`src/logic/i2c_pkg.sv`:
```
// ~~~~~~~~~~~~~~~~~~~~~~~~~~~~~~~~~~~~~~~~~~~~~~~~~~~~~~~~~~~~~~~~~~~~~
// Shared types and constants of the I2C master core.
// Wishbone request and response, transfer settings, buffer access,
// line commands, quarter-phase encoding and the register map.
// Modules pull these in with a wildcard import in their header.
// ~~~~~~~~~~~~~~~~~~~~~~~~~~~~~~~~~~~~~~~~~~~~~~~~~~~~~~~~~~~~~~~~~~~~~
package i2c_pkg;

    typedef struct packed {
        logic       cyc;
        logic       stb;
        logic       we;
        logic [7:0] adr;  // Low ADDR_W bits select the register
        logic [7:0] dat;
    } wb_req_t;

    typedef struct packed {
        logic       ack;
        logic [7:0] dat;
    } wb_rsp_t;

    typedef struct packed {
        logic [7:0]  addr_byte;  // {target address, read flag}
        logic [15:0] size;
        logic        no_stop;
    } xfer_cfg_t;

    typedef struct packed {
        logic done;
        logic no_ack;
    } xfer_stat_t;

    typedef struct packed {
        logic        en;
        logic        we;
        logic [15:0] addr;
        logic [7:0]  wdata;
    } buf_port_t;

    typedef struct packed {
        logic scl_low;
        logic sda_high;
    } line_cmd_t;

    typedef logic [1:0] phase_t;

    localparam phase_t PH_SDA_SET = 2'd0;  // SDA takes new level
    localparam phase_t PH_SCL_REL = 2'd1;  // SCL released, ACK sampled
    localparam phase_t PH_BUF     = 2'd2;  // Buffer access slot
    localparam phase_t PH_STEP    = 2'd3;  // State step, data sampled

    localparam int REG_CTRL    = 0;
    localparam int REG_START   = 1;
    localparam int REG_ADDR    = 2;
    localparam int REG_SIZE_LO = 3;
    localparam int REG_SIZE_HI = 4;
    localparam int REG_OPT     = 5;
    localparam int BUF_BASE    = 8;

    localparam logic [7:0] CORE_VERSION = 8'd1;

endpackage
```
`src/logic/i2c_buffer.sv`:
```
// ~~~~~~~~~~~~~~~~~~~~~~~~~~~~~~~~~~~~~~~~~~~~~~~~~~~~~~~~~~~~~~~~~~~~~
// Dual-port byte buffer between the register port and the sequencer.
// Each port reads one cycle after en and returns the old contents
// when it writes the same address.
// ~~~~~~~~~~~~~~~~~~~~~~~~~~~~~~~~~~~~~~~~~~~~~~~~~~~~~~~~~~~~~~~~~~~~~
`timescale 1ns/1ps

module i2c_buffer import i2c_pkg::*; #(
    parameter int MEM_BYTES = 16
) (
    input  logic       I2C_CLK,
    input  buf_port_t  port_a,
    output logic [7:0] rdata_a,
    input  buf_port_t  port_b,
    output logic [7:0] rdata_b
);

    localparam int AW = (MEM_BYTES > 1) ? $clog2(MEM_BYTES) : 1;

    logic [7:0] mem [MEM_BYTES];

    always_ff @(posedge I2C_CLK) begin
        if (port_a.en) begin
            if (port_a.we)
                mem[port_a.addr[AW-1:0]] <= port_a.wdata;
            rdata_a <= mem[port_a.addr[AW-1:0]];
        end
        if (port_b.en) begin
            if (port_b.we)
                mem[port_b.addr[AW-1:0]] <= port_b.wdata;
            rdata_b <= mem[port_b.addr[AW-1:0]];
        end
    end

endmodule

```
`config.mk`:
```
export PLATFORM = sky130hd
export DESIGN_NAME = i2c_buffer
export DESIGN_NICKNAME = d
export VERILOG_FILES = /design/src/logic/i2c_pkg.sv /design/src/logic/i2c_buffer.sv
export SDC_FILE = /design/constraint.sdc
export NUM_CORES = 1
export LEC_CHECK = 0
export ABC_CLOCK_PERIOD_IN_PS = 2540
export BUFFER_PORTS_ARGS = -buffer_cell sky130_fd_sc_hd__buf_2
export CAP_MARGIN = 10
export CORE_MARGIN = 1.5
export CORE_UTILIZATION = 60
export DETAILED_ROUTE_END_ITERATION = 6
export HOLD_SLACK_MARGIN = 0.05
export MAX_ROUTING_LAYER = met4
export PLACE_DENSITY_LB_ADDON = 0.15
export SETUP_SLACK_MARGIN = 0.2
export SYNTH_ARGS = -nofsm -noshare
export SYNTH_HDL_FRONTEND = slang
export SYNTH_SLANG_ARGS = --single-unit
```
`constraint.sdc`:
```
create_clock -name I2C_CLK -period 2.54 [get_ports I2C_CLK]
set_input_delay 0.508 -clock I2C_CLK [delete_from_list [all_inputs] [get_ports I2C_CLK]]
set_output_delay 0.508 -clock I2C_CLK [all_outputs]
set_load 0.05 [all_outputs]
```
# == Word level (Yosys, flattened, before mapping) ==
# Memories as Yosys holds them, arrays and structs flattened. A register that Yosys moved wholly into a read port is not among the register bits.
# Index checks and enable logic that the tools add are counted.
# word_totals
reg_bits,0
latch_bits,0
ram_bits,128
mem_bits_ro,0
mem_count,1
# op_classes
n_addsub,0
n_mul,0
div,0
magnitude_cmp,0
eq_ne,0
shifts,0
mux,6
bitwise,0
n_reduce_logical,0
# mem_list
name,depth,width,read_ports,rd_ports_with_merged_regs,write_ports,line_no,source
mem,16,8,2,2,2,i2c_buffer.sv:20,logic [7:0] mem [MEM_BYTES];
# ops
cell,count
1-bit two-way mux,6

# == Depth between registers and ports, before layout ==
# logic_depth
depth_word,3
ltp_mapped,6
ltp_nobuf,3

# == Least setup slack after synthesis ==
# No wires, ideal clock.
# synth_path
kind,input to register
startpoint,input port_a[8] (netlist name)
endpoint,"memory mem[4][0], enable pin"
arrival_time_ns,1.950
path_slack_ns,0.206
cell_stages,4
path_buffers,2
cell_sequence,buf_2 buf_2 or3_1 o21ai_0
# synth_lines
item,line_no,source
start: declaration,i2c_buffer.sv:12,"input buf_port_t port_a,"
end: declaration,i2c_buffer.sv:20,

==> impl_metrics.yaml <==
setup_path:
  cpMostUsedCell: "buf_4"
  critPathCaptureType: "register"
  path_max_fanout: 12
  critPathLaunchType: "input port"
  critical_path_arrival_ns: 2.05
  critical-path-slowest-cell: "buf_2"
  cp_num_buf_inv: 5
  worst-r2r-setup-slack_ns: 0.89
  ff2ff_path_depth: 3
  rr_endpoint: "rdata_a[7]"
  crit_type: "in2reg"
  critPathMaxStageDelay_ns: 0.30
  crit_required_ns: 2.67
  path_delay_family: "buffers and inverters"
  path_depth: 8
  r2r_start: "mem[3][7]"
  worstPathCellList: "buf_2 > buf_4 > nand2b_1 > buf_4 > nand2b_1 > buf_4 > o21ai_0 > buf_4"
cts:
  clkTransAtPathRegs_ns: 0.06
  clk_root_buffer_cell: "clkbuf_16"
  cts_sinks: 144
  h-tree-depth: 4
  cts-resized-gates: 0
  post-cts-setup-buffers: 0
  cts_tree: "done"
  clockBufferDepth: 2
  cts_buffers: 17
  hold_buffers: 0
  worst_skew_pair.late_latency_ns: 0.42
drt:
  wl_um: 21070
  wl_per_cell_um: 28.67
  drt_iter0_markers: 690
  drc: 0
  first_pass_iters: 5
  vias_per_cell: 6.950
  num_vias: 5108
  antenna_left: 0
hold_path:
  worstHoldStart: "port_a[25]"
  whs_endpoint: "rdata_a[1]"
  hold_path_class: "in2reg"
  min_path_cells: 1
power:
  power.total_mw: 5.991
  p_sw_frac: 0.2288
  seqPwrFrac: 0.456
  total_leakage_power_nw: 3.157
  power_frac_clock: 0.427
  powerDensity_nw_per_um2: 645.2
  combPwrFrac: 0.117
  switchingPower_mw: 1.371
  vdd_ir_drop_max_mv: 0.4814
  intPower_mw: 4.620
floorplan:
  die_w_um: 119.2
  initial_core_util: 0.6143
  rows: 42
  io_pins: 69
  core_area_um2: 13190
  die_h_um: 119.2
  die_area_um2: 14210
logic_synthesis:
  synth_nets: 542
  seq_area_frac_synth: 0.5337
  synth_cell_types: 24
  synth_edf_count: 144
  syn_avg_cell_area_um2: 16.57
  synth_warnings: 0
  async_flop_share: 0
  synth_cells: 489
  synth-seq-cells: 144
  synth-main-ff-cell: "edfxtp_1"
  synth_area_um2: 8103
timing:
  hold_violations: 0
  finalCritPeriodShare: 0.7540
  worst_pin_slew_ns: 0.9702
  rsz0062_at_grt: "false"
  setup_viol: 0
  relSlewSlack: 0.3519
  min_period_ns: 1.915
  maxSlewViolCount: 0
  fmax_mhz: 522.2
  tns_ns: 0
  fin_worst_skew_ns: 0.006387
placement:
  placed_cell_area_um2: 8686
  gp_congestion: 0.8508
  detailedPlacementHpwl_um: 14240
  numPortBuffers: 44
run_status:
  status: "complete, no violations"
global_route:
  grt_overflow: 0
  grt_max_degree: 21
  grt.total_usage: 0.3258
  grt_pass1_wl_um: 31600
  grt_pass1_vias: 5251
  antenna_found_initial: 0
final_layout:
  layout.nets: 599
  syn2layout_area_growth_pct: 14.61
  final_cell_area_um2: 9286
  drive_above_1_share: 0.5725
  diodes: 0
job:
  drv_cap: 0
-- cells by family (layout without fill, tap and decap cells) --
group,count (synthesis),in the layout,share of synthesized area
DFF,144,144,0.5337
and+or+nand+nor,57,57,0.04339
AOI/OAI and AO/OA,48,48,0.04123
muxes,192,192,0.3558
buffers and inverters,48,118,0.02594
-- power by group through the flow --
stage	Clock, mW	Combinational, mW	Sequential [mW]
final	2.56	0.703	2.73
after global routing	2.67	0.740	2.73
after CTS	2.58	0.700	2.73
after detailed placement	0	0.693	2.78
after global placement	0	0.673	2.77
after floorplan	0	0.399	2.85
-- how the worst max path moves through the flow --
stage | start | endpoint | slack, ns
finish | port_b[9] | mem[2][6] | 0.62
floorplan | port_a[8] | mem[4][0] | 0.21
CTS | port_b[9] | mem[1][7] | 0.69
global placement | port_b[8] | mem[8][2] | 0.26
detailed placement | port_b[9] | mem[1][4] | 0.25
global route | port_b[8] | mem[8][1] | 0.60
-- cell type report --
class                           instances  area, um2
Clock inverter                         14      171.4
Clock buffer                           18      429.2
Tap cell                              176      220.2
Timing Repair Buffer                   86      573.1
Multi-Input combinational cell        297       3568
Sequential cell                       144       4324
Fill cell                             902       3904
-- sequential cells by signal, indices dropped and copies added, names as in the netlist --
| register | cells |
|---|---|
| mem | 128 |
| rdata_b | 8 |
| rdata_a | 8 |
-- through the flow --
step	instances	hold WS [ns]	setup slack (ns)	util
final	735	0.4579	0.6250	0.7040
after global routing	735	0.4455	0.5965	0.7040
after CTS	735	0.4340	0.6936	0.7040
after detailed placement	703	0.7797	0.2510	0.6585
after global placement	703	0.7496	0.2599	0.6585
after floorplan	489	0.6205	0.2060	-
-- cell usage in the layout, fill, tap and decap left out, types with 6 or more instances in the layout --
cell type,Yosys,routed
a22oi_1,32,32
clkbuf_16,0,17
o21ai_0,6,6
nor2_2,9,9
buf_4,2,39
buf_2,18,44
nand2b_1,7,7
mux2_2,128,128
o22ai_1,9,9
edfxtp_1,144,144
mux4_2,64,64
nand2_1,20,20
-- layer usage --
layer | vias to the layer above | GRT usage | part of all wire | wire (um)
met5 | - | - | 0 | 0
met4 | 0 | 0.1182 | 0.024 | 498
met3 | 34 | 0.06322 | 0.090 | 1892
met2 | 316 | 0.5260 | 0.52 | 10930
met1 | 2626 | 0.4169 | 0.37 | 7748
li1 | 2132 | - | - | -
-- synthesized netlist by cell type, types with 5 or more instances --
library cell	count	area (um2)
buf_2	18	90.09
mux2_2	128	1441
o21ai_0	6	30.03
mux4_2	64	1441
nand2b_1	7	43.79
edfxtp_1	144	4324
o22ai_1	9	56.30
nand2_1	20	75.07
clkbuf_1	23	86.33
nor2_2	9	56.30
nor2b_1	5	31.28
a22oi_1	32	240.2
buf_1	5	18.77
Power figures use the tool's default switching activity.
