==> config.mk <==
export PLATFORM = sky130hd
export DESIGN_NAME = i2c_sequencer
export DESIGN_NICKNAME = d
export VERILOG_FILES = /design/src/logic/i2c_pkg.sv /design/src/logic/i2c_sequencer.sv
export SDC_FILE = /design/constraint.sdc
export NUM_CORES = 1
export LEC_CHECK = 0
export BUFFER_PORTS_ARGS = -buffer_cell sky130_fd_sc_hd__buf_2
export CAP_MARGIN = 20
export CELL_PAD_IN_SITES_DETAIL_PLACEMENT = 0
export CELL_PAD_IN_SITES_GLOBAL_PLACEMENT = 1
export CORE_ASPECT_RATIO = 1.25
export CORE_MARGIN = 4
export CORE_UTILIZATION = 37
export DETAILED_ROUTE_END_ITERATION = 8
export HOLD_SLACK_MARGIN = 0.08
export PLACE_DENSITY_LB_ADDON = 0.1
export SLEW_MARGIN = 40
export SYNTH_ARGS = -nofsm -noshare
export SYNTH_HDL_FRONTEND = slang
export SYNTH_SLANG_ARGS = --single-unit
==> constraint.sdc <==
create_clock -name I2C_CLK -period 2.76 [get_ports I2C_CLK]
set_input_delay 0.276 -clock I2C_CLK [delete_from_list [all_inputs] [get_ports I2C_CLK]]
set_output_delay 0.276 -clock I2C_CLK [all_outputs]
set_load 0.005 [all_outputs]
==> src/logic/i2c_pkg.sv <==
// ~~~~~~~~~~~~~~~~~~~~~~~~~~~~~~~~~~~~~~~~~~~~~~~~~~~~~~~~~~~~~~~~~~~~~
// Shared types and constants of the I2C master core.
// Wishbone request and response, transfer settings, buffer access,
// line commands, quarter-phase encoding and the register map.
// Modules pull these in with a wildcard import in their header.
// ~~~~~~~~~~~~~~~~~~~~~~~~~~~~~~~~~~~~~~~~~~~~~~~~~~~~~~~~~~~~~~~~~~~~~
package i2c_pkg;

    typedef struct packed {
        logic       cyc;
        logic       stb;
        logic       we;
        logic [7:0] adr;  // Low ADDR_W bits select the register
        logic [7:0] dat;
    } wb_req_t;

    typedef struct packed {
        logic       ack;
        logic [7:0] dat;
    } wb_rsp_t;

    typedef struct packed {
        logic [7:0]  addr_byte;  // {target address, read flag}
        logic [15:0] size;
        logic        no_stop;
    } xfer_cfg_t;

    typedef struct packed {
        logic done;
        logic no_ack;
    } xfer_stat_t;

    typedef struct packed {
        logic        en;
        logic        we;
        logic [15:0] addr;
        logic [7:0]  wdata;
    } buf_port_t;

    typedef struct packed {
        logic scl_low;
        logic sda_high;
    } line_cmd_t;

    typedef logic [1:0] phase_t;

    localparam phase_t PH_SDA_SET = 2'd0;  // SDA takes new level
    localparam phase_t PH_SCL_REL = 2'd1;  // SCL released, ACK sampled
    localparam phase_t PH_BUF     = 2'd2;  // Buffer access slot
    localparam phase_t PH_STEP    = 2'd3;  // State step, data sampled

    localparam int REG_CTRL    = 0;
    localparam int REG_START   = 1;
    localparam int REG_ADDR    = 2;
    localparam int REG_SIZE_LO = 3;
    localparam int REG_SIZE_HI = 4;
    localparam int REG_OPT     = 5;
    localparam int BUF_BASE    = 8;

    localparam logic [7:0] CORE_VERSION = 8'd1;

endpackage
==> src/logic/i2c_sequencer.sv <==
// ~~~~~~~~~~~~~~~~~~~~~~~~~~~~~~~~~~~~~~~~~~~~~~~~~~~~~~~~~~~~~~~~~~~~~
// Transfer FSM of the I2C master.
// Steps once per bit at the last quarter phase: start, address, ack,
// data bytes in either direction, then an optional stop. Moves bytes
// through buffer port B and pulses done and no_ack at the end.
// ~~~~~~~~~~~~~~~~~~~~~~~~~~~~~~~~~~~~~~~~~~~~~~~~~~~~~~~~~~~~~~~~~~~~~
`timescale 1ns/1ps

module i2c_sequencer import i2c_pkg::*; (
    input  logic       I2C_CLK,
    input  logic       RST,
    input  logic       soft_rst,
    input  logic       start,
    input  xfer_cfg_t  cfg,
    input  phase_t     phase,
    input  logic       sda_sample,
    input  logic       bit_in,
    output line_cmd_t  cmd,
    output buf_port_t  buf_b,
    input  logic [7:0] buf_b_rdata,
    output xfer_stat_t stat
);

    typedef enum logic [3:0] {
        S_IDLE, S_START, S_ADDR, S_AACK, S_DATA_W,
        S_DATA_R, S_DACK_W, S_DACK_R, S_STOP
    } state_t;

    state_t      state;
    state_t      state_d;
    logic        start_pend;
    logic [2:0]  bit_cnt;
    logic [15:0] byte_cnt;
    logic [7:0]  rx_byte;
    logic        step;
    logic        last_byte;

    assign step      = (phase == PH_STEP);
    assign last_byte = (byte_cnt == cfg.size);

    always_comb begin
        state_d = state;
        case (state)
            S_IDLE:   if (start_pend) state_d = S_START;
            S_START:  state_d = S_ADDR;
            S_ADDR:   if (bit_cnt == 3'd7) state_d = S_AACK;
            S_AACK: begin
                if (sda_sample)
                    state_d = S_STOP;  // Nobody answered
                else
                    state_d = cfg.addr_byte[0] ? S_DATA_R : S_DATA_W;
            end
            S_DATA_W: if (bit_cnt == 3'd7) state_d = S_DACK_W;
            S_DATA_R: if (bit_cnt == 3'd7) state_d = S_DACK_R;
            S_DACK_W: begin
                if (sda_sample)
                    state_d = S_STOP;
                else if (last_byte)
                    state_d = cfg.no_stop ? S_IDLE : S_STOP;
                else
                    state_d = S_DATA_W;
            end
            S_DACK_R: begin
                if (last_byte)
                    state_d = cfg.no_stop ? S_IDLE : S_STOP;
                else
                    state_d = S_DATA_R;
            end
            default:  state_d = S_IDLE;  // Stop and illegal codes
        endcase
    end

    always_ff @(posedge I2C_CLK) begin
        if (RST || soft_rst) begin
            state      <= S_IDLE;
            start_pend <= 1'b0;
            bit_cnt    <= 3'd0;
            byte_cnt   <= 16'd0;
        end else begin
            if (start && state == S_IDLE)
                start_pend <= 1'b1;
            else if (state != S_IDLE)
                start_pend <= 1'b0;  // Starts while busy are dropped
            if (step) begin
                state <= state_d;
                if (state inside {S_ADDR, S_DATA_W, S_DATA_R})
                    bit_cnt <= bit_cnt + 3'd1;
                else
                    bit_cnt <= 3'd0;
                if (state == S_IDLE)
                    byte_cnt <= 16'd0;
                else if (state_d inside {S_DACK_W, S_DACK_R} && state != state_d)
                    byte_cnt <= byte_cnt + 16'd1;
            end
        end
    end

    // bit_in lags one bit, so the ninth shift brings in bit 7
    always_ff @(posedge I2C_CLK) begin
        if (phase == PH_SDA_SET)
            rx_byte <= {rx_byte[6:0], bit_in};
    end

    // Prefetch next write byte in ack slots, store read byte in DACK_R
    assign buf_b.en    = (phase == PH_BUF) && (state inside {S_AACK, S_DACK_W, S_DACK_R});
    assign buf_b.we    = (state == S_DACK_R);
    assign buf_b.addr  = buf_b.we ? byte_cnt - 16'd1 : byte_cnt;
    assign buf_b.wdata = rx_byte;

    always_comb begin
        cmd.scl_low  = 1'b1;
        cmd.sda_high = 1'b1;
        case (state)
            S_IDLE:   cmd.scl_low = 1'b0;
            S_START:  cmd.sda_high = 1'b0;
            S_ADDR:   cmd.sda_high = cfg.addr_byte[~bit_cnt];  // MSB first
            S_DATA_W: cmd.sda_high = buf_b_rdata[~bit_cnt];
            S_DACK_R: cmd.sda_high = last_byte;  // NACK the final byte
            S_STOP: begin
                cmd.scl_low  = 1'b0;
                cmd.sda_high = 1'b0;
            end
            default:  ;
        endcase
    end

    assign stat.done   = step && ((state == S_STOP) ||
                         (state_d == S_IDLE && state inside {S_DACK_W, S_DACK_R}));
    assign stat.no_ack = step && sda_sample && (state inside {S_AACK, S_DACK_W});

endmodule

### Word-level counts from Yosys, hierarchy flattened

Cells that the tools add are included.

| cells by class | value |
|---|---|
| add/subtract/negate cells | 3 |
| $lt $le $gt $ge | 1 |
| eq/ne operators | 15 |
| multiplexer cells | 23 |
| bitwise gates (word level) | 1 |
| reductions and logical operators | 23 |

Operators with widths:

| cell | count |
|---|---|
| $mux W16 | 3 |
| $mux W4 | 9 |
| $pmux W4 S8 | 1 |
| $eq A4 B3 Y1 const B | 6 |
| $add A16 B1 Y16 const B | 1 |
| $eq A16 B16 Y1 | 1 |
| $sub A16 B1 Y16 const B | 1 |
| $reduce_bool A2 Y1 | 5 |
| $eq A4 B2 Y1 const B | 2 |
| $logic_not A4 Y1 | 2 |
| $logic_and A1 B1 Y1 | 7 |
| $bmux W1 S3 | 2 |
| $mux W1 | 6 |
| $reduce_bool A3 Y1 | 2 |
| $eq A2 B2 Y1 const B | 2 |
| $eq A4 B1 Y1 const B | 1 |
| $eq A4 B4 Y1 const B | 1 |
| $lt A3 B4 Y1 const B | 1 |
| $ne A4 B4 Y1 | 1 |
| $pmux W1 S4 | 1 |
| $reduce_bool A4 Y1 | 1 |
| $reduce_or A2 Y1 | 2 |
| $add A3 B1 Y3 const B | 1 |
| $eq A3 B3 Y1 const B | 1 |
| other kinds (5) | 6 |

| storage, ports and cells | value |
|---|---|
| bits in registers | 32 |
| input bits | 41 |
| word-level logic and storage cells | 71 |

### Logic depth before layout (Yosys ltp)

Gate-level depths: netlist (run 1).

| logic depth | value |
|---|---|
| depth after elaboration | 9 |
| mapped depth | 8 |
| mapped depth without buffers | 7 |

### Worst setup path after synthesis (run 1)

OpenSTA, ideal clock, no wires.

| timing path | value |
|---|---|
| path kind | reg-to-reg |
| start point | register bit_cnt[0] |
| end point | register byte_cnt[14] |
| library setup time | 0.071 ns |
| arrival | 1.961 ns |
| required time | 2.689 ns |
| path slack | 0.729 ns |
| cell stages (with the launch flop) | 8 |
| path buffers | 1 |
| cell sequence | dfxtp_1 -> ha_1 -> ha_1 -> nand3b_1 -> or3_1 -> clkbuf_1 -> or4_1 -> a21oi_1 |

| on the way | value |
|---|---|
| word-level cells in the longest chain between the ends | 8 |

RTL lines:

| item | line | text |
|---|---|---|
| start, declared | i2c_sequencer.sv:32 | `logic [2:0] bit_cnt;` |
| start signal, assigned | i2c_sequencer.sv:87 | `bit_cnt <= bit_cnt + 3'd1;` |
| $eq A3 B3 Y1 * | i2c_sequencer.sv:46, i2c_sequencer.sv:53, i2c_sequencer.sv:54 |  |
| $mux W4, on equally long branches | i2c_sequencer.sv:54, i2c_sequencer.sv:46, i2c_sequencer.sv:53 |  |
| $pmux W4 S8 * | i2c_sequencer.sv:43 | `case (state)` |
| $eq A4 B3 Y1 | i2c_sequencer.sv:92 | `else if (state_d inside {S_DACK_W, S_DACK_R} && state != state_d)` |
| $reduce_bool A2 Y1 | i2c_sequencer.sv:92 |  |
| $logic_and A1 B1 Y1 * | i2c_sequencer.sv:92 |  |
| $reduce_bool A2 Y1 (no line) * | - |  |
| $reduce_and A2 Y1 (no line) * | - |  |
| end signal, assigned | i2c_sequencer.sv:93 | `byte_cnt <= byte_cnt + 16'd1;` |
| end, declared | i2c_sequencer.sv:33 | `logic [15:0] byte_cnt;` |

Every way passes the cells marked *; elsewhere a longest branch is shown, timed or not.
A chain may end at the register's enable or synchronous reset.

==> results by group, run 1 <==
Outcome
  • Status: complete, no violations

Synthesis
  • EDFF count, synth: 8
  • Top area cells in the synthesized netlist: dfxtp_1, edfxtp_1, xnor2_1, a21oi_1, nor2_1
  • Synth warn: 0
  • Async S/R FF share, synth: 0
  • Primary FF master, synth: dfxtp_1
  • #FFs+latches synth: 32
  • Gate count of the mapped netlist: between 200 and 300
  • Synthesized Nets: 322
  • Unique masters post-synth: 47
  • Syn_area_per_cell: 8.19 um^2
  • Area leader, netlist: dfxtp_1
  • Seq/Total Area, Yosys: 0.318
  • Synth Cell Area: ~2300 um^2
  • Top-area cell type share of the netlist area: 0.212

Pwr
  • Max IR drop VDD: 0.211 mV
  • Pwr/cell area: 373 nW/um^2
  • Leak: 1.12 nW

STA
  • Final min period: 2.46 ns
  • Hold Vio Cnt, Final: 0
  • Final Cycle Share: 0.890
  • Max Slew Vio Count: 0
  • Slew headroom: 0.584
  • Clock Skew: 0.00841 ns
  • Peak Freq: between 400 and 500 MHz
  • # setup viols final: 0
  • TNS Setup: 0 ns
  • Worst-Margin Slew: 0.622 ns
  • RSZ-0062 raised after global routing: no

Cells and area
  • Antenna cell count: 0
  • Nets: ~380
  • Fillers: 604
  • Area grow syn2layout: 22.8%
  • Highest-count cells in the layout ignoring fill and taps: buf_2, nor2_1, dfxtp_1
  • Commonest non-fill, non-tap cell in the layout: buf_2
  • Layout Utilization: 0.476
  • Fraction of layout cells with a size suffix above 1: 0.287

Global route
  • GRT Resource Usage Total: 0.175
  • Initial antenna violation count: 0
  • Largest net degree at the start of global routing: 20
  • Grt ovf: 0
  • First-pass GRT wire length: 10400 um
  • Vias in the first global route: 2183

Worst setup path
  • CP arrival: 2.18 ns
  • Cell count along the critical path: 6
  • Crit-path max cell delay: 0.53 ns
  • Worst-case reg-to-reg path depth: 6
  • Worst setup EP type: output pin
  • Worst-path cell chain: nand4b_1 > nor4_2 > nand3_1 > nor4_1 > xor2_1 > buf_2
  • Top Family by Delay on Critical Path: simple AND/OR/NAND/NOR gates
  • Critical path class: reg2out
  • Buf/Inv on CP: 1
  • Slowest cell on the critical path: dfxtp_1
  • Worst EP required: 2.48 ns
  • Startpoint Class: register
  • Worst-path fanout max: 11

Flow run
  • Max Cap Viol: 0

Clock network
  • Hold Buf Count CTS: 0
  • Max clock buf depth: 2
  • Resize count post-CTS: 0
  • Cts bufs inserted: 5
  • Reg clk slew, reported paths: 0.06 ns
  • H-Tree Depth: 2
  • CTS tree: yes
  • Post-CTS setup buffers: 0
  • Worst-skew pair later-pin latency: around 0.28 ns
  • Clk sinks: 32
  • Root Buffer Master: clkbuf_8

Drt
  • DRT antenna net count: 0
  • Wire length on met2: between 3000 and 4000 um
  • Wirelength per Cell: 15.2 um
  • Met3 WL post-DR: about 330 um
  • Max Used Layer: met4
  • Via count: between 2k and 2.5k
  • Routed WL: 6400 um
  • Routed vias/inst: ~5.2
  • Detailed Route Iter0 Violations: 111
  • Drt pass-1 iters: 4
  • Post-route DRC violation count: 0
  • Met1 Wirelength: 2790 um

Floorplanning
  • FP Rows: 31
  • Die Ht: 95.5 um
  • Initial Util: 0.387
  • # IOs: 71
  • Chip width: roughly 80 um
  • Die area: roughly 7500 um^2
  • Core area: between 5000 and 6000 um^2

Hold path
  • Hold Path Class: in2reg
  • Hold Path Depth: 1

Placement
  • Placer Congestion: between 0.7 and 0.8
  • Port Buffer Count: 70
  • DPL Wire Length: 4870 um
[logic make-up (layout without fill, tap and decap cells)]
kind of cell | Yosys count | count (layout) | share of synthesized area
fa+ha+maj | 4 | 4 | 0.0221
compound gates | 58 | 58 | 0.154
flops | 32 | 32 | 0.318
xor+xnor | 32 | 32 | 0.124
simple gates | 111 | 111 | 0.268
buf+inv | 33 | 94 | 0.0607
mux | 7 | 7 | 0.0535
[through the flow]
step | hold WS [ns] | std cells | setup WS (ns) | total power [W] | cell area, um^2
2_1_floorplan | 0.375 | 277 | 0.729 | 0.000554 | 2270
3_3_place_gp | 0.428 | 412 | 0.586 | 0.000607 | 2680
3_5_place_dp | 0.429 | 412 | 0.506 | 0.000607 | 2680
4_1_cts | 0.161 | 420 | 0.196 | 0.00105 | 2790
5_1_grt | 0.162 | 420 | 0.0742 | 0.00109 | 2790
6_report | 0.170 | 420 | 0.304 | 0.00104 | 2790
[where the power goes]
part / leakage, nW / internal [W] / switching [W]
Combinational: 0.795 / 0.0000517 / 0.0000534
Sequential: 0.269 / 0.000487 / 0.00000335
Clock: 0.0552 / 0.000268 / 0.000177
[layout make-up]
type | count | area, um^2 | area share
flip-flops and latches | 32 | 722 | 0.259
repair buffers | 79 | 418 | 0.150
clock inverters | 2 | 35.0 | 0.0126
inverters | 7 | 26.3 | 0.00943
clock buffers | 6 | 72.6 | 0.0260
well taps | 82 | 103 | 0.0368
multi-input cells | 212 | 1410 | 0.506
[registers in the layout, indices dropped and copies added, names as in the netlist]
register	flops
bit_cnt	3
byte_cnt	16
rx_byte	8
start_pend	1
state	4
[layer usage]
layer	GRT usage	up-vias
met5	0	-
met4	0.0539	0
met3	0.0293	8
met2	0.325	63
met1	0.204	1002
li1	-	1129
[cell usage after synthesis (all sizes together) (2+ instances only)]
cell,number
a211oi,2
a21oi,21
a22oi,2
a311oi,5
a31oi,4
and2,2
buf,10
clkbuf,16
dfxtp,24
edfxtp,8
ha,4
inv,7
mux2i,2
mux4,4
nand2,16
nand2b,2
nand3,11
nand3b,3
nand4,11
nand4b,2
nor2,27
nor2b,4
nor3,9
nor4,7
o21a,2
o21ai,17
or3,4
or4,8
xnor2,22
xor2,10
[worst paths after layout]
kind	start	end	slack [ns]
max reg2reg	bit_cnt[0]	byte_cnt[14]	0.56
min reg2reg	rx_byte[6]	rx_byte[7]	0.44
min	bit_in	rx_byte[0]	0.17
max	state[0]	buf_b[23]	0.30
No activity file was read; power rests on OpenSTA's default activity.
==> run 2: changes to the inputs <==
CORE_UTILIZATION = 33   (was 37)
PLACE_DENSITY = 0.85   (was not set)
PLACE_DENSITY_LB_ADDON = not set   (was 0.1)
clock period = 2.01 ns   (was 2.76 ns; I/O delays follow)
==> results by group, run 2 (synthesis results as in run 1) <==
Pwr
  • Sw frac: 0.235 (was 0.225)
  • Max IR drop VDD: 0.360 mV (was 0.211 mV)
  • Combinational power share: 0.111 (was 0.101)
  • Leak: 1.29 nW (was 1.12 nW)
  • Pwr/cell area: 435 nW/um^2 (was 373 nW/um^2)
  • Internal cell power: 0.00105 W (was 0.000806 W)
  • Clock power frac: 0.404 (was 0.428)
  • Switch Pwr: 0.000322 W (was 0.000233 W)
  • Power, Total: 0.00137 W (was 0.00104 W)
  • Reg power frac: 0.485 (was 0.471)

Placement
  • Placer Congestion: 0.842 (was 0.787)
  • DPL Wire Length: 4840 um (was 4870 um)
  • Placed Area: 2810 um^2 (was 2680 um^2)
  • Port Buffer Count: 70 (unchanged)

STA
  • Fin worst setup slack: -0.0498 ns (was 0.304 ns)
  • Worst-Margin Slew: 0.612 ns (was 0.622 ns)
  • Max Slew Vio Count: 0 (unchanged)
  • Clock Skew: 0.00756 ns (was 0.00841 ns)
  • RSZ-0062 raised after global routing: yes (was no)
  • # setup viols final: 2 (was 0)
  • Final min period: 2.06 ns
  • Peak Freq: 485 MHz
  • Hold Vio Cnt, Final: 0 (unchanged)
  • Slew headroom: 0.591 (was 0.584)
  • Final Cycle Share: 1.02

Global route
  • Grt ovf: 0 (unchanged)
  • Initial antenna violation count: 0 (unchanged)
  • Largest net degree at the start of global routing: 20 (unchanged)
  • Vias in the first global route: 2188 (was 2183)
  • GRT Resource Usage Total: 0.154 (was 0.175)
  • First-pass GRT wire length: 10100 um (was 10400 um)

Clock network
  • Root Buffer Master: clkbuf_8 (unchanged)
  • Cts bufs inserted: 5 (unchanged)
  • Max clock buf depth: 2 (unchanged)
  • Reg clk slew, reported paths: 0.07 ns (was 0.06 ns)
  • Hold Buf Count CTS: 0 (unchanged)
  • Worst-skew pair later-pin latency: 0.28 ns (about the same)
  • H-Tree Depth: 2 (unchanged)
  • Clk sinks: 32 (unchanged)
  • CTS tree: yes (unchanged)

Worst setup path
  • Critical path class: reg2out (unchanged)
  • Worst-path fanout max: 5 (was 11)
  • Slowest cell on the critical path: mux4_2 (was dfxtp_1)
  • Worst setup EP type: output pin (unchanged)
  • Worst-case reg-to-reg path depth: 6 (unchanged)
  • Top Family by Delay on Critical Path: multiplexers (was simple AND/OR/NAND/NOR gates)
  • R2R setup slack: 0.09 ns (was 0.56 ns)
  • CP arrival: 1.86 ns (was 2.18 ns)
  • Buf/Inv on CP: 2 (was 1)
  • Worst-path cell chain: buf_6 > mux4_2 > nor2b_4 > a211oi_2 > a22o_1 > a21oi_1 > buf_2 (was nand4b_1 > nor4_2 > nand3_1 > nor4_1 > xor2_1 > buf_2)
  • Startpoint Class: register (unchanged)
  • Crit-path max cell delay: 0.49 ns (was 0.53 ns)
  • R2r endpoint: byte_cnt[14] (unchanged)
  • FF-to-FF Start: byte_cnt[1] (was bit_cnt[0])
  • Worst EP required: 1.81 ns (was 2.48 ns)

Drt
  • Via count: 2351 (was 2202)
  • Routed WL: 6630 um (was 6400 um)
  • Post-route DRC violation count: 0 (unchanged)
  • Routed vias/inst: 5.24 (about the same)
  • Drt pass-1 iters: 4 (unchanged)
  • DRT antenna net count: 0 (unchanged)
  • Detailed Route Iter0 Violations: 142 (was 111)
  • Wirelength per Cell: 14.8 um (was 15.2 um)

Cells and area
  • Highest-count cells in the layout ignoring fill and taps: buf_2, buf_4, nor2_1 (was buf_2, nor2_1, dfxtp_1)
  • Fraction of layout cells with a size suffix above 1: 0.420 (was 0.287)
  • Reg area: 756 um^2 (was 722 um^2)
  • Fillers: 675 (was 604)
  • Largest register FFs: 16 (unchanged)
  • Post-Layout Inst Area: 3150 um^2 (was 2790 um^2)
  • Commonest non-fill, non-tap cell in the layout: buf_2 (unchanged)
  • Layout Utilization: 0.476 (about the same)
  • Top reg by flops: byte_cnt (unchanged)
  • Area grow syn2layout: 38.7% (was 22.8%)
  • Nets: 406 (was 382)
  • Antenna cell count: 0 (unchanged)
  • Multi-input gate area: 1550 um^2 (was 1410 um^2)
  • Biggest regs: byte_cnt: 16 flops, rx_byte: 8 flops, state: 4 flops (unchanged)

Floorplanning
  • Initial Util: 0.343 (was 0.387)
  • # IOs: 71 (unchanged)
  • FP Rows: 33 (was 31)
  • Core area: 6610 um^2 (was 5860 um^2)
  • Die Ht: 101 um (was 95.5 um)
  • Chip width: 82.2 um (was 78.0 um)
  • Die area: 8270 um^2 (was 7460 um^2)

Hold path
  • Hold Path Class: in2reg (unchanged)
  • Hold EP: rx_byte[0] (unchanged)
  • Hold Path Depth: 1 (unchanged)
  • Hold Path Origin: bit_in (unchanged)

Flow run
  • Max Cap Viol: 0 (unchanged)

Outcome
  • Failing checks: negative setup slack
  • Status: finished with violations (was complete, no violations)
run 2: how the worst max path moves through the flow:
stage,startpoint,endpoint,slack [ns],cells past startpoint
finish,bit_cnt[1],cmd[0],-0.05,7
global route,state[3],buf_b[20],-0.20,6
CTS,bit_cnt[1],cmd[0],-0.14,7
detailed placement,byte_cnt[1],byte_cnt[14],0.06,5
global placement,byte_cnt[1],byte_cnt[14],0.10,5
floorplan,bit_cnt[0],byte_cnt[14],0.06,7
run 2: timing repair:
action | CTS | global route
endpoints found under the setup margin | 9 | 13
resized for setup | 27 | 19
setup buffers | 2 | 7
pin swaps | 1 | 14
run 2: cell type report:
cell class | count | area share
multi-input cells | 212 | 0.491
inverters | 7 | 0.00835
flip-flops and latches | 32 | 0.240
clock buffers | 8 | 0.0318
repair buffers | 103 | 0.194
well taps | 87 | 0.0346
run 2: worst reg2reg max path: stages, from the launching register on:
cell and delay [ns]:
dfxtp_4 0.36, buf_4 0.13, ha_1 0.19, nand3_1 0.13
or4_4 0.47, or4_1 0.42, a21oi_1 0.14
run 2: power groups by stage:
| stage | Combinational, W | Sequential [W] | Clock [W] |
|---|---|---|---|
| 5_1_grt | 0.000167 | 0.000665 | 0.000584 |
| 6_report | 0.000152 | 0.000664 | 0.000553 |
| 2_1_floorplan | 0.0000733 | 0.000687 | 0 |
| 3_3_place_gp | 0.000145 | 0.000687 | 0 |
| 4_1_cts | 0.000151 | 0.000668 | 0.000558 |
| 3_5_place_dp | 0.000148 | 0.000687 | 0 |
run 2: metrics by stage:
| stage | hold WS, ns | std cells | setup TNS [ns] | worst slack, ns |
|---|---|---|---|---|
| floorplan | 0.300 | 277 | 0 | 0.0620 |
| global placement | 0.378 | 433 | 0 | 0.104 |
| detailed placement | 0.386 | 433 | 0 | 0.0617 |
| CTS | 0.0914 | 443 | -0.285 | -0.139 |
| global route | 0.0931 | 449 | -1.15 | -0.202 |
| finish | 0.0997 | 449 | -0.0800 | -0.0498 |
run 2: routing by layer:
metal  track usage  up-vias  share of wire
met5             0        -              0
li1              -     1171              -
met1         0.188     1100           0.42
met3        0.0215        7          0.054
met4        0.0422        0         0.0071
met2         0.276       73           0.51
