$ cat config.mk
export PLATFORM = sky130hd
export DESIGN_NAME = i2c_wb_regs
export DESIGN_NICKNAME = d
export VERILOG_FILES = /design/src/logic/i2c_pkg.sv /design/src/logic/i2c_wb_regs.sv
export SDC_FILE = /design/constraint.sdc
export NUM_CORES = 1
export LEC_CHECK = 0
export BUFFER_PORTS_ARGS = -buffer_cell sky130_fd_sc_hd__buf_4
export CORE_ASPECT_RATIO = 0.9
export CORE_MARGIN = 2
export CORE_UTILIZATION = 50
export DETAILED_ROUTE_END_ITERATION = 10
export PLACE_DENSITY = 0.91
export SYNTH_ARGS = -nofsm -noshare
export SYNTH_HDL_FRONTEND = slang
export SYNTH_SLANG_ARGS = --single-unit
$ cat constraint.sdc
create_clock -name I2C_CLK -period 2.7 [get_ports I2C_CLK]
set_input_delay 0.135 -clock I2C_CLK [delete_from_list [all_inputs] [get_ports I2C_CLK]]
set_output_delay 0.135 -clock I2C_CLK [all_outputs]
set_load 0.02 [all_outputs]
$ cat src/logic/i2c_pkg.sv
// ~~~~~~~~~~~~~~~~~~~~~~~~~~~~~~~~~~~~~~~~~~~~~~~~~~~~~~~~~~~~~~~~~~~~~
// Shared types and constants of the I2C master core.
// Wishbone request and response, transfer settings, buffer access,
// line commands, quarter-phase encoding and the register map.
// Modules pull these in with a wildcard import in their header.
// ~~~~~~~~~~~~~~~~~~~~~~~~~~~~~~~~~~~~~~~~~~~~~~~~~~~~~~~~~~~~~~~~~~~~~
package i2c_pkg;

    typedef struct packed {
        logic       cyc;
        logic       stb;
        logic       we;
        logic [7:0] adr;  // Low ADDR_W bits select the register
        logic [7:0] dat;
    } wb_req_t;

    typedef struct packed {
        logic       ack;
        logic [7:0] dat;
    } wb_rsp_t;

    typedef struct packed {
        logic [7:0]  addr_byte;  // {target address, read flag}
        logic [15:0] size;
        logic        no_stop;
    } xfer_cfg_t;

    typedef struct packed {
        logic done;
        logic no_ack;
    } xfer_stat_t;

    typedef struct packed {
        logic        en;
        logic        we;
        logic [15:0] addr;
        logic [7:0]  wdata;
    } buf_port_t;

    typedef struct packed {
        logic scl_low;
        logic sda_high;
    } line_cmd_t;

    typedef logic [1:0] phase_t;

    localparam phase_t PH_SDA_SET = 2'd0;  // SDA takes new level
    localparam phase_t PH_SCL_REL = 2'd1;  // SCL released, ACK sampled
    localparam phase_t PH_BUF     = 2'd2;  // Buffer access slot
    localparam phase_t PH_STEP    = 2'd3;  // State step, data sampled

    localparam int REG_CTRL    = 0;
    localparam int REG_START   = 1;
    localparam int REG_ADDR    = 2;
    localparam int REG_SIZE_LO = 3;
    localparam int REG_SIZE_HI = 4;
    localparam int REG_OPT     = 5;
    localparam int BUF_BASE    = 8;

    localparam logic [7:0] CORE_VERSION = 8'd1;

endpackage
$ cat src/logic/i2c_wb_regs.sv
// ~~~~~~~~~~~~~~~~~~~~~~~~~~~~~~~~~~~~~~~~~~~~~~~~~~~~~~~~~~~~~~~~~~~~~
// Wishbone classic register port of the I2C master.
// Holds target address, byte count and options, keeps sticky done and
// no-acknowledge flags, and maps offsets from BUF_BASE onto buffer
// port A. Every access is acked one cycle after it is first seen.
// ~~~~~~~~~~~~~~~~~~~~~~~~~~~~~~~~~~~~~~~~~~~~~~~~~~~~~~~~~~~~~~~~~~~~~
`timescale 1ns/1ps

module i2c_wb_regs import i2c_pkg::*; #(
    parameter int ADDR_W    = 6,
    parameter int MEM_BYTES = 16
) (
    input  logic       I2C_CLK,
    input  logic       RST,
    input  wb_req_t    wb_req,
    output wb_rsp_t    wb_rsp,
    output xfer_cfg_t  cfg,
    output logic       start,
    output logic       soft_rst,
    input  xfer_stat_t stat,
    output buf_port_t  buf_a,
    input  logic [7:0] buf_a_rdata
);

    logic [ADDR_W-1:0] adr;
    logic [ADDR_W-1:0] adr_q;
    logic              valid;
    logic              ack_q;
    logic              wr;
    logic              is_buf;
    logic [7:0]        addr_reg;
    logic [7:0]        size_lo;
    logic [7:0]        size_hi;
    logic              no_stop;
    logic              done;
    logic              no_ack;
    logic [7:0]        reg_dat;
    logic [7:0]        reg_dat_q;

    assign adr    = wb_req.adr[ADDR_W-1:0];
    assign valid  = wb_req.cyc && wb_req.stb;
    assign wr     = valid && wb_req.we && ack_q;  // Writes land on the ack edge
    assign is_buf = (adr >= BUF_BASE) && (adr < BUF_BASE + MEM_BYTES);

    assign start    = wr && (adr == REG_START);
    assign soft_rst = wr && (adr == REG_CTRL);

    always_ff @(posedge I2C_CLK) begin
        if (RST) begin
            ack_q <= 1'b0;
        end else begin
            ack_q <= valid && !ack_q;
        end
    end

    always_ff @(posedge I2C_CLK) begin
        if (RST || soft_rst) begin
            addr_reg <= 8'h00;
            size_lo  <= 8'h00;
            size_hi  <= 8'h00;
            no_stop  <= 1'b0;
        end else if (wr) begin
            case (adr)
                REG_ADDR:    addr_reg <= wb_req.dat;
                REG_SIZE_LO: size_lo  <= wb_req.dat;
                REG_SIZE_HI: size_hi  <= wb_req.dat;
                REG_OPT:     no_stop  <= wb_req.dat[0];
                default:     ;
            endcase
        end
    end

    // Sticky flags cleared by a new start
    always_ff @(posedge I2C_CLK) begin
        if (RST || soft_rst) begin
            done   <= 1'b1;
            no_ack <= 1'b0;
        end else if (start) begin
            done   <= 1'b0;
            no_ack <= 1'b0;
        end else begin
            if (stat.done)
                done <= 1'b1;
            if (stat.no_ack)
                no_ack <= 1'b1;
        end
    end

    always_comb begin
        case (adr)
            REG_CTRL:    reg_dat = CORE_VERSION;
            REG_START:   reg_dat = {5'b0, no_stop, no_ack, done};
            REG_ADDR:    reg_dat = addr_reg;
            REG_SIZE_LO: reg_dat = size_lo;
            REG_SIZE_HI: reg_dat = size_hi;
            REG_OPT:     reg_dat = {7'b0, no_stop};
            default:     reg_dat = 8'h00;
        endcase
    end

    // Captured when the access is first seen and shown with ack
    always_ff @(posedge I2C_CLK) begin
        if (valid && !ack_q) begin
            adr_q     <= adr;
            reg_dat_q <= reg_dat;
        end
    end

    assign wb_rsp.ack = ack_q;
    assign wb_rsp.dat = (adr_q >= BUF_BASE) ? buf_a_rdata : reg_dat_q;

    // Reads fetch on the first cycle, writes commit with ack
    assign buf_a.en    = valid && is_buf && (wb_req.we ? ack_q : !ack_q);
    assign buf_a.we    = wb_req.we;
    assign buf_a.addr  = 16'(adr) - 16'(BUF_BASE);
    assign buf_a.wdata = wb_req.dat;

    assign cfg.addr_byte = addr_reg;
    assign cfg.size      = {size_hi, size_lo};
    assign cfg.no_stop   = no_stop;

endmodule

Yosys cells after proc, flatten, opt, wreduce, memory -nomap -nowiden:

Cells that the tools add are included.

* add/subtract/negate cells: 1
* order comparisons: 3
* eq/ne operators: 5
* multiplexer cells: 5
* reduce and logical (&&, ||, !) cells: 18

Operators with widths (count)
* case mux 8 bit (6 select lines): 1
* equality test 6 x 2 -> 1 bit, second input constant: 2
* equality test 6 x 3 -> 1 bit, second input constant: 2
* >= comparator 6 x 4 -> 1 bit, second input constant: 2
* logical AND 1 bit: 9
* two-way mux 8 bit: 1
* AND reduction 2 bit: 4
* subtractor 6 x 4 -> 7 bit, second input constant: 1
* equality test 6 x 1 -> 1 bit, second input constant: 1
* logical NOT 6 bit: 1
* less-than comparator 6 x 5 -> 1 bit, second input constant: 1
* two-way mux 1 bit: 3
* nonzero test 2 bit: 1
* OR reduction 2 bit: 1
* logical NOT 1 bit: 1
* logical OR 1 bit: 1

* bits in registers: 42
* output and inout bits: 62
* bits of input ports: 31

Logic depth before layout (Yosys ltp):

Gate-level depths: netlist of the first run.

* word-level depth: 6
* gate-level depth with buffers: 6

Worst setup path before layout of the first run:

No wires, ideal clock.

* kind: register -> output
* start: reg ack_q
* end: out buf_a[25] (netlist bit)
* cell stages (with the launch flop): 4
* slack: 1.218 ns
* data arrival time: 1.347 ns
* required time: 2.565 ns
* cell sequence: dfxtp_1 -> xor2_1 -> or3_1 -> a221oi_1

RTL lines
* start, declared: RTL line i2c_wb_regs.sv:28 `logic ack_q;`
* start signal, assigned: RTL line i2c_wb_regs.sv:52 `ack_q <= valid && !ack_q;`
* end, declared: RTL line i2c_wb_regs.sv:21 `output buf_port_t buf_a,`

==> results of run 1 <==
## power groups by stage
stage / registers (mW) / clock network, mW / logic, mW
2_1_floorplan: 0.624 / 0 / 0.127
3_3_place_gp: 0.624 / 0 / 0.196
3_5_place_dp: 0.624 / 0 / 0.199
4_1_cts: 0.611 / 0.378 / 0.200
5_1_grt: 0.612 / 0.401 / 0.215
6_report: 0.611 / 0.373 / 0.201
## Yosys cell counts (all sizes together), types with 2 or more instances
cell type	number	share of area, %
a21oi	25	5.6
and3	5	1.4
buf	37	12
clkbuf	11	1.9
dfxtp	28	25
edfxtp	11	15
ha	3	1.7
inv	6	1.0
mux2	8	4.0
nand2	2	0.34
nand3	29	6.5
nand3b	3	1.0
nand4	27	7.6
nor2	4	0.67
nor2b	2	0.56
nor3	3	0.90
nor3b	2	0.90
nor4	2	0.84
o31ai	25	8.4
or3	2	0.56
## kinds of logic (layout without fill, tap and decap cells)
kind of cell	count (synthesis)	in the layout	synth area share (%)
XOR/XNOR	1	1	0.394
multiplexers	9	9	4.50
AND/OR/NAND/NOR	86	86	23.0
buffers and inverters	54	108	14.4
flip-flops	39	39	40.0
adder cells (fa/ha/maj)	3	3	1.69
AO/OA/AOI/OAI	55	55	16.0
## area by class of cell
type | instances | area [sq um]
clock inverter | 1 | 5.00
timing repair buffer | 94 | 706
multi-input combinational | 154 | 1020
tap | 62 | 77.6
inverter | 6 | 22.5
clock buffer | 7 | 76.3
sequential | 39 | 891
fill | 374 | 1570
## path summary, 6_finish.rpt
kind	cells after the start	to	slack (ns)
worst min register to register	2	size_lo[2]	0.49
worst min-delay path	2	no_stop	0.03
worst max register to register	3	done	1.24
worst max-delay path	3	wb_rsp[4]	0.83
## worst reg2reg max path: stages, from the launching register on
cell      delay (ns)
dfxtp_1         0.43
and4_1          0.25
a31o_2          0.54
o21bai_1        0.19
## metrics by stage
stage / hold WS (ns) / setup WS [ns] / power (mW) / instance area, sq um
2_1_floorplan: 0.207 / 1.22 / 0.751 / 2230
3_3_place_gp: 0.332 / 0.996 / 0.820 / 2720
3_5_place_dp: 0.333 / 0.972 / 0.824 / 2720
4_1_cts: 0.0218 / 0.792 / 1.19 / 2800
5_1_grt: 0.0251 / 0.729 / 1.23 / 2800
6_report: 0.0294 / 0.834 / 1.19 / 2800
## layer usage
layer	GRT usage (%)	wire length (um)	vias up
met5	0	0	-
li1	-	-	1018
met3	4.18	574	15
met2	33.7	2560	136
met1	34.1	2470	976
met4	10.0	131	0
==> results.toml, run 1 <==
[sta]
min_period_over_period_pct = 69.1
drv_slew = 0
max_slew.worst_pin.slew_ns = 0.855
slew_headroom_pct = 42.7
setup_viol = 0
fin_worst_skew_ns = 0.00632
rsz0062_at_grt = "no"
min_period_ns = 1.87
finalHoldViolCount = 0
fmax_mhz = 536
tns_ns = 0

[die]
die_x_um = 74.3
die_y_um = 67.3
rows = 23
io_pins = 93
dieArea_sq_mm = 0.00500
core_sq_mm = 0.00437
start_util_pct = 50.9

[setup_path]
end_kind = "output pin"
crit_path_start = "adr_q[5]"
critPathRequiredTime_ns = 2.57
slowest_stage = "nor3_2"
worstReg2RegStart = "ack_q"
timing.critical_path.slowest_cell_delay_ns = 0.51
path_delay_family = "simple AND/OR/NAND/NOR gates"
path_cells = "nor3_2, mux2_2, buf_4"
cp-start-kind = "flip-flop"
worstSetupPathType = "reg2out"
cp.arrival_ns = 1.73
crit_path_max_fanout = 8
crit_buf_inv = 1

[cts]
post_cts_buffers = 0
clock_sinks = 39
clockBufferDepth = 2
h-tree-depth = 2
cts_tree = "done"
cts_buffers = 5
cts_hold_repair.buffers = 0
clk_pin_slew_worst_paths_ns = 0.07
clkLatencyLatePin_ns = 0.29
cts-root-buf = "clkbuf_8"
cts_resized = 0

[power]
ir_drop_v = 0.000254
leakagePower_nw = 1.15
p_sw_share_pct = 26.6
seq_power_share_pct = 51.5
power.internal_mw = 0.871
power_density_mw_per_mm2 = 423
clkPwrFrac_pct = 31.5
switchingPower_mw = 0.315
power_frac_comb_pct = 17.0

[logic_synthesis]
synth-seq-cells = 39
synth.yosys.warnings = 0
synth_area_sq_mm = 0.00223
syn_inst = 247
synthArstFlopShare_pct = 0
synthDistinctLibCells = 39
synth_seq_area_share_pct = 40.0
synth_flop_cell = "dfxtp_1"
synth_edf_count = 11
synth_fp_nets = 281
syn_area_per_cell_sq_um = 9.01

[worst_hold_path]
holdCritStartpoint = "RST"
hp-class = "in2reg"

[final_layout]
stdcell_count = 363
final_nets = 334
most-common-layout-cells = "buf_4, nand3_1, dfxtp_1, nand4_1"
syn_to_final_growth_pct = 25.8
final_common_cell = "buf_4"
final_util_pct = 64.0
drive_gt1_share_pct = 37.9
antenna_cells = 0

[routing]
vias_per_cell = 5.91
postRouteAntennaNets = 0
via_count = 2145
drt-initial-drc-count = 261
wl_per_cell_um = 15.8
wl_um = 5740
dr.pass1.iters = 5
drcViolationCount = 0

[grt]
grt_pass1_vias = 1777
grt.overflow.total = 0
grt_pass1_wl_um = 8850
grt_usage_pct = 23.3
grt_max_degree = 36
antenna_found_initial = 0

[outcome]
outcome = "complete, no violations"

[placement]
dp_hpwl_um = 4020
gp_congestion = 0.862
dpl.cell_count = 355
port_buffers = 90

[flow_run]
cap_violations = 0
(Power assumes the default switching activity.)
==> run 2, diff against run 1 <==
--- a/config.mk
+++ b/config.mk
@@ -5,12 +5,13 @@
 export SDC_FILE = /design/constraint.sdc
 export NUM_CORES = 1
 export LEC_CHECK = 0
+export ABC_AREA = 1
 export BUFFER_PORTS_ARGS = -buffer_cell sky130_fd_sc_hd__buf_4
 export CORE_ASPECT_RATIO = 0.9
 export CORE_MARGIN = 2
-export CORE_UTILIZATION = 50
+export CORE_UTILIZATION = 47
 export DETAILED_ROUTE_END_ITERATION = 10
-export PLACE_DENSITY = 0.91
+export PLACE_DENSITY = 0.87
 export SYNTH_ARGS = -nofsm -noshare
 export SYNTH_HDL_FRONTEND = slang
 export SYNTH_SLANG_ARGS = --single-unit
==> constraint.sdc (replaced) <==
create_clock -name I2C_CLK -period 1.8 [get_ports I2C_CLK]
set_input_delay 0.09 -clock I2C_CLK [delete_from_list [all_inputs] [get_ports I2C_CLK]]
set_output_delay 0.09 -clock I2C_CLK [all_outputs]
set_load 0.02 [all_outputs]
==> run 2 against run 1 <==
Effect of this change:
- via count is 4.8% lower
- critical path depth up 3
- largest cell class unchanged
- worst hold slack got worse by 0.013 ns
- synthesized area down 2.1%
- sequential power grew 50%
- design area stayed put
==> results.toml, run 2 <==
[outcome]
outcome = "complete, no violations"

[grt]
grt_usage_pct = 21.2
grt_use_met1_pct = 26.3
grt_max_degree = 28
grt_use_met3_pct = 5.52
grt.overflow.total = 0
grt_pass1_vias = 1794
grt_busiest_layer = "met2"
antenna_found_initial = 0
grt.met2_usage_pct = 36.1
grt_pass1_wl_um = 8280

[sta]
tns_ns = 0
max_slew.worst_pin.slew_ns = 0.525
finalHoldViolCount = 0
drv_slew = 0
rsz0062_at_grt = "no"
slew_headroom_pct = 64.9
min_period_over_period_pct = 88.4
fmax_mhz = 629
fin_worst_skew_ns = 0.00402
setup_viol = 0
min_period_ns = 1.59
fin_hold_ws_ns = 0.0166

[die]
dieArea_sq_mm = 0.00520
start_util_pct = 48.8
io_pins = 93
rows = 23
core_sq_mm = 0.00446
die_y_um = 68.6
die_x_um = 75.8

[setup_path]
cp-start-kind = "flip-flop"
r2r_end = "addr_reg[3]"
worstSetupPathType = "reg2out"
crit_path_start = "ack_q"
critPathRequiredTime_ns = 1.71
cp.arrival_ns = 1.50
cp-endpoint = "start"
ff2ff_path_depth = 6
end_kind = "output pin"
crit_path_max_fanout = 17
rrSetupSlack_ns = 0.33
worstReg2RegStart = "ack_q"

[logic_synthesis]
synth_adder_area_share_pct = 1.72
synth_seq_area_share_pct = 40.9
synthXorXnorAreaFrac_pct = 0.402
synth_area_sq_mm = 0.00218
synth_top_family_by_area = "simple AND/OR/NAND/NOR gates"
synth_mux_area_share_pct = 4.14
synth_fp_nets = 296
synth_compound_area_share_pct = 8.33
synthDistinctLibCells = 26
synth.yosys.warnings = 0
synthArstFlopShare_pct = 0
synthTopCellsByCount = "nand2_1, nand3_1, dfxtp_1"
synth_flop_cell = "dfxtp_1"
synth_edf_count = 11
synth-simple-area-share_pct = 29.5
synth-seq-cells = 39
syn_inst = 262
syn_area_per_cell_sq_um = 8.31
synthTopCellsByArea = "dfxtp_1, edfxtp_1, nand2_1, buf_4, nand3_1"
synth_top_cell_by_area = "dfxtp_1"
synth_top_area_share_pct = 25.7
synth.most_common_cell = "nand2_1"

[routing]
drt-initial-drc-count = 155
wl_per_cell_um = 13.5
wl_um = 5340
dr.pass1.iters = 4
vias_per_cell = 5.15
drcViolationCount = 0
via_count = 2041
postRouteAntennaNets = 0

[power]
ir_drop_v = 0.000367
leakagePower_nw = 1.23
p_sw_share_pct = 26.2
clkPwrFrac_pct = 32.0
power_frac_comb_pct = 16.3
power_density_mw_per_mm2 = 632
power.internal_mw = 1.31
switchingPower_mw = 0.465
seq_power_share_pct = 51.7

[cts]
h-tree-depth = 2
cts-root-buf = "clkbuf_8"
cts_buffers = 5
clkLatencyLatePin_ns = 0.29
clk_pin_slew_worst_paths_ns = 0.07
clock_sinks = 39
cts_tree = "done"
clockBufferDepth = 2

[final_layout]
regArea_sq_um = 891
final_common_cell = "buf_4"
drive_gt1_share_pct = 37.4
syn_to_final_growth_pct = 28.5
final_util_pct = 62.8
nFillCells = 392
antenna_cells = 0
most-common-layout-cells = "buf_4, nand2_1, nand3_1, dfxtp_1, a21oi_1"
final_nets = 367
multi_input_area_sq_um = 960
stdcell_count = 396

[placement]
dp_hpwl_um = 3930
gp_congestion = 0.865
dpl.cell_count = 387
port_buffers = 90

[worst_hold_path]
hp-class = "in2reg"

[flow_run]
cap_violations = 0
run 2: cell count changes after synthesis, moves of 5 or more:
cell / delta
nand2_1: +56
o31ai_1: -25
nand4_1: -16
inv_1: +13
nor2_1: +13
clkbuf_1: -11
buf_2: -7
and3_1: -5
buf_6: +5
run 2: logic make-up (layout without fill, tap and decap cells):
family / after synthesis / after routing
AO/OA/AOI/OAI: 31 / 31
adder cells (fa/ha/maj): 3 / 3
XOR/XNOR: 1 / 1
flip-flops: 39 / 39
multiplexers: 8 / 8
AND/OR/NAND/NOR: 130 / 130
buffers and inverters: 50 / 122
run 2: power groups by stage:
stage | clock network, mW | registers [mW] | logic (mW)
floorplan | 0 | 0.935 | 0.177
global placement | 0 | 0.936 | 0.282
detailed placement | 0 | 0.937 | 0.286
CTS | 0.571 | 0.916 | 0.288
global route | 0.614 | 0.917 | 0.308
finish | 0.567 | 0.916 | 0.288
run 2: timing repair:
action | 4_1_cts | 5_1_grt
setup buffers | 0 | 0
endpoints found under the hold margin | 1 | 0
hold buffers | 1 | 0
gates resized for setup | 0 | 0
run 2: worst max-delay path, cell delays in order (launching register included):
cell and delay [ns]:
dfxtp_1 0.42, nand2_2 0.09, nor2_4 0.15, buf_4 0.24
nand2_1 0.11, inv_1 0.07, buf_4 0.13
run 2: how the worst min path moves through the flow:
stage          slack [ns]     from  endpoint  cells past startpoint
2_1_floorplan        0.17      RST     ack_q                      1
3_3_place_gp         0.27      RST     ack_q                      2
3_5_place_dp         0.27      RST     ack_q                      2
4_1_cts              0.02  stat[1]      done                      3
5_1_grt              0.02  stat[1]      done                      3
6_report             0.02  stat[1]      done                      3
run 2: layer usage:
layer / vias to the layer above / wire (um)
li1: 993 / -
met1: 954 / 2060
met2: 87 / 2770
met3: 7 / 463
met4: 0 / 52
met5: - / 0
run 2: metrics by stage:
step / total power [mW] / instance area (sq um) / setup WS (ns)
after global placement: 1.22 / 2710 / 0.397
final: 1.77 / 2800 / 0.209
after global routing: 1.84 / 2800 / 0.0966
after CTS: 1.78 / 2800 / 0.209
after detailed placement: 1.22 / 2710 / 0.355
after floorplan: 1.11 / 2180 / 0.566
run 2: cell type report:
cell class / count / area share, %
multi-input combinational: 173 / 34.3
sequential: 39 / 31.8
timing repair buffer: 95 / 25.6
tap: 62 / 2.77
clock buffer: 6 / 2.59
inverter: 19 / 2.55
clock inverter: 2 / 0.447
==> run 3, diff against run 2 <==
--- a/config.mk
+++ b/config.mk
@@ -5,13 +5,12 @@
 export SDC_FILE = /design/constraint.sdc
 export NUM_CORES = 1
 export LEC_CHECK = 0
-export ABC_AREA = 1
 export BUFFER_PORTS_ARGS = -buffer_cell sky130_fd_sc_hd__buf_4
 export CORE_ASPECT_RATIO = 0.9
 export CORE_MARGIN = 2
-export CORE_UTILIZATION = 47
+export CORE_UTILIZATION = 48
 export DETAILED_ROUTE_END_ITERATION = 10
-export PLACE_DENSITY = 0.87
+export PLACE_DENSITY = 0.88
 export SYNTH_ARGS = -nofsm -noshare
 export SYNTH_HDL_FRONTEND = slang
 export SYNTH_SLANG_ARGS = --single-unit
==> run 3 against run 2 <==
Effect of this change:
- design area is 3.8% higher
- via count rose by 4.0%
- clock skew hardly changed
- combinational power rose by 10%
- core utilization is 2.4 points higher
- setup slack worse by 0.087 ns
- clock power up 5.6%
- register-to-register slack better by 0.14 ns
- total power is 3.6% higher
- non-clock buffer count grew 10
- global-route usage is 2.4 points higher
- sequential cell count did not move
- critical endpoint unchanged
- largest cell class unchanged
- largest power group unchanged
==> results.toml, run 3 (synthesis results as in run 1) <==
[outcome]
outcome = "complete, no violations"

[sta]
fin_hold_ws_ns = 0.0328
tns_ns = 0
rsz0062_at_grt = "no"
min_period_over_period_pct = 93.2
fmax_mhz = 596
slew_headroom_pct = 70.4
setup_viol = 0
finalHoldViolCount = 0
fin_worst_skew_ns = 0.00384
drv_slew = 0
max_slew.worst_pin.slew_ns = 0.441
min_period_ns = 1.68
finalWorstSetupSlack_ns = 0.122

[placement]
preCtsSetupSlack_ns = 0.361
dp_hpwl_um = 4380
port_buffers = 90
dpl.cell_count = 365
gp_congestion = 0.856

[grt]
antenna_found_initial = 0
grt_max_degree = 27
grt_usage_pct = 23.6
grt_pass1_wl_um = 9230
grt_pass1_vias = 1898
grt.overflow.total = 0

[setup_path]
r2r_end = "done"
end_kind = "output pin"
crit_path_start = "ack_q"
worstReg2RegStart = "ack_q"
cp.arrival_ns = 1.59
crit_path_max_fanout = 11
cp-start-kind = "flip-flop"
worstSetupPathType = "reg2out"
critPathRequiredTime_ns = 1.71
cp-endpoint = "start"
ff2ff_path_depth = 4
rrSetupSlack_ns = 0.47

[final_layout]
final_nets = 345
final_util_pct = 65.2
syn_to_final_growth_pct = 30.6
stdcell_count = 374
most-common-layout-cells = "buf_4, nand3_1, dfxtp_1, nand4_1"
antenna_cells = 0
final_common_cell = "buf_4"
drive_gt1_share_pct = 40.1

[routing]
postRouteAntennaNets = 0
vias_per_cell = 5.68
wl_per_cell_um = 15.8
via_count = 2123
wl_um = 5910
dr.pass1.iters = 5
drt-initial-drc-count = 183
drcViolationCount = 0

[power]
ir_drop_v = 0.000481
power_density_mw_per_mm2 = 631
leakagePower_nw = 1.21

[die]
start_util_pct = 49.9
dieArea_sq_mm = 0.00520
core_sq_mm = 0.00446
die_y_um = 68.6
die_x_um = 75.8
io_pins = 93
rows = 23

[cts]
clock_sinks = 39
clk_pin_slew_worst_paths_ns = 0.07
cts_resized = 0
cts_buffers = 5
cts_tree = "done"
h-tree-depth = 2
clockBufferDepth = 2
clkLatencyLatePin_ns = 0.29
cts-root-buf = "clkbuf_8"

[worst_hold_path]
hp-class = "in2reg"

[flow_run]
cap_violations = 0
## run 3: cell types whose count changed in the layout (fill, tap and decap cells not counted), moves of 3 or more
cell,delta
nand3b_1,+3
nor2_1,-13
buf_4,+9
nor2_4,-3
nand2_1,-56
nand4_1,+16
o31ai_1,+25
nor2_2,-3
inv_1,-13
and3_1,+5
## run 3: final cells by class
cell class / instances / area (sq um)
Tap cell: 62 / 77.6
Timing Repair Buffer: 105 / 803
Multi-Input combinational cell: 154 / 1020
Sequential cell: 39 / 891
Fill cell: 369 / 1550
Clock buffer: 7 / 86.3
Clock inverter: 1 / 5.00
Inverter: 6 / 22.5
## run 3: stage by stage
| step | power (mW) | cell area [sq um] |
|---|---|---|
| 6_report | 1.83 | 2910 |
| 5_1_grt | 1.91 | 2910 |
| 4_1_cts | 1.85 | 2910 |
| 3_5_place_dp | 1.25 | 2810 |
| 3_3_place_gp | 1.25 | 2810 |
| 2_1_floorplan | 1.13 | 2230 |
## run 3: what timing repair did
item,CTS,global route
buffers inserted,0,0
setup endpoints to repair,0,0
hold buffers,1,0
hold endpoints to repair,2,0
## run 3: how the worst min path moves through the flow
| stage | from | to | cells past startpoint |
|---|---|---|---|
| 5_1_grt | wb_req[13] | adr_q[5] | 1 |
| 3_5_place_dp | RST | no_stop | 2 |
| 4_1_cts | stat[1] | done | 3 |
| 6_report | stat[1] | done | 3 |
| 2_1_floorplan | RST | no_stop | 1 |
| 3_3_place_gp | RST | ack_q | 2 |
## run 3: metal layers
metal	GRT usage, %	wire length [um]	vias to the layer above
met5	0	0	-
met4	7.24	52	0
met3	6.10	589	6
met2	36.5	2830	110
met1	32.3	2440	966
li1	-	-	1041
## run 3: power breakdown
part           internal [mW]  switching (mW)  total (mW)
registers              0.912         0.00484       0.917
clock network          0.309           0.291       0.599
logic                  0.136           0.182       0.318
## run 3: worst max-delay path, stage by stage, from the launching register on
cell	delay, ns
dfxtp_1	0.43
and4_1	0.29
buf_4	0.20
and3_1	0.22
buf_4	0.16
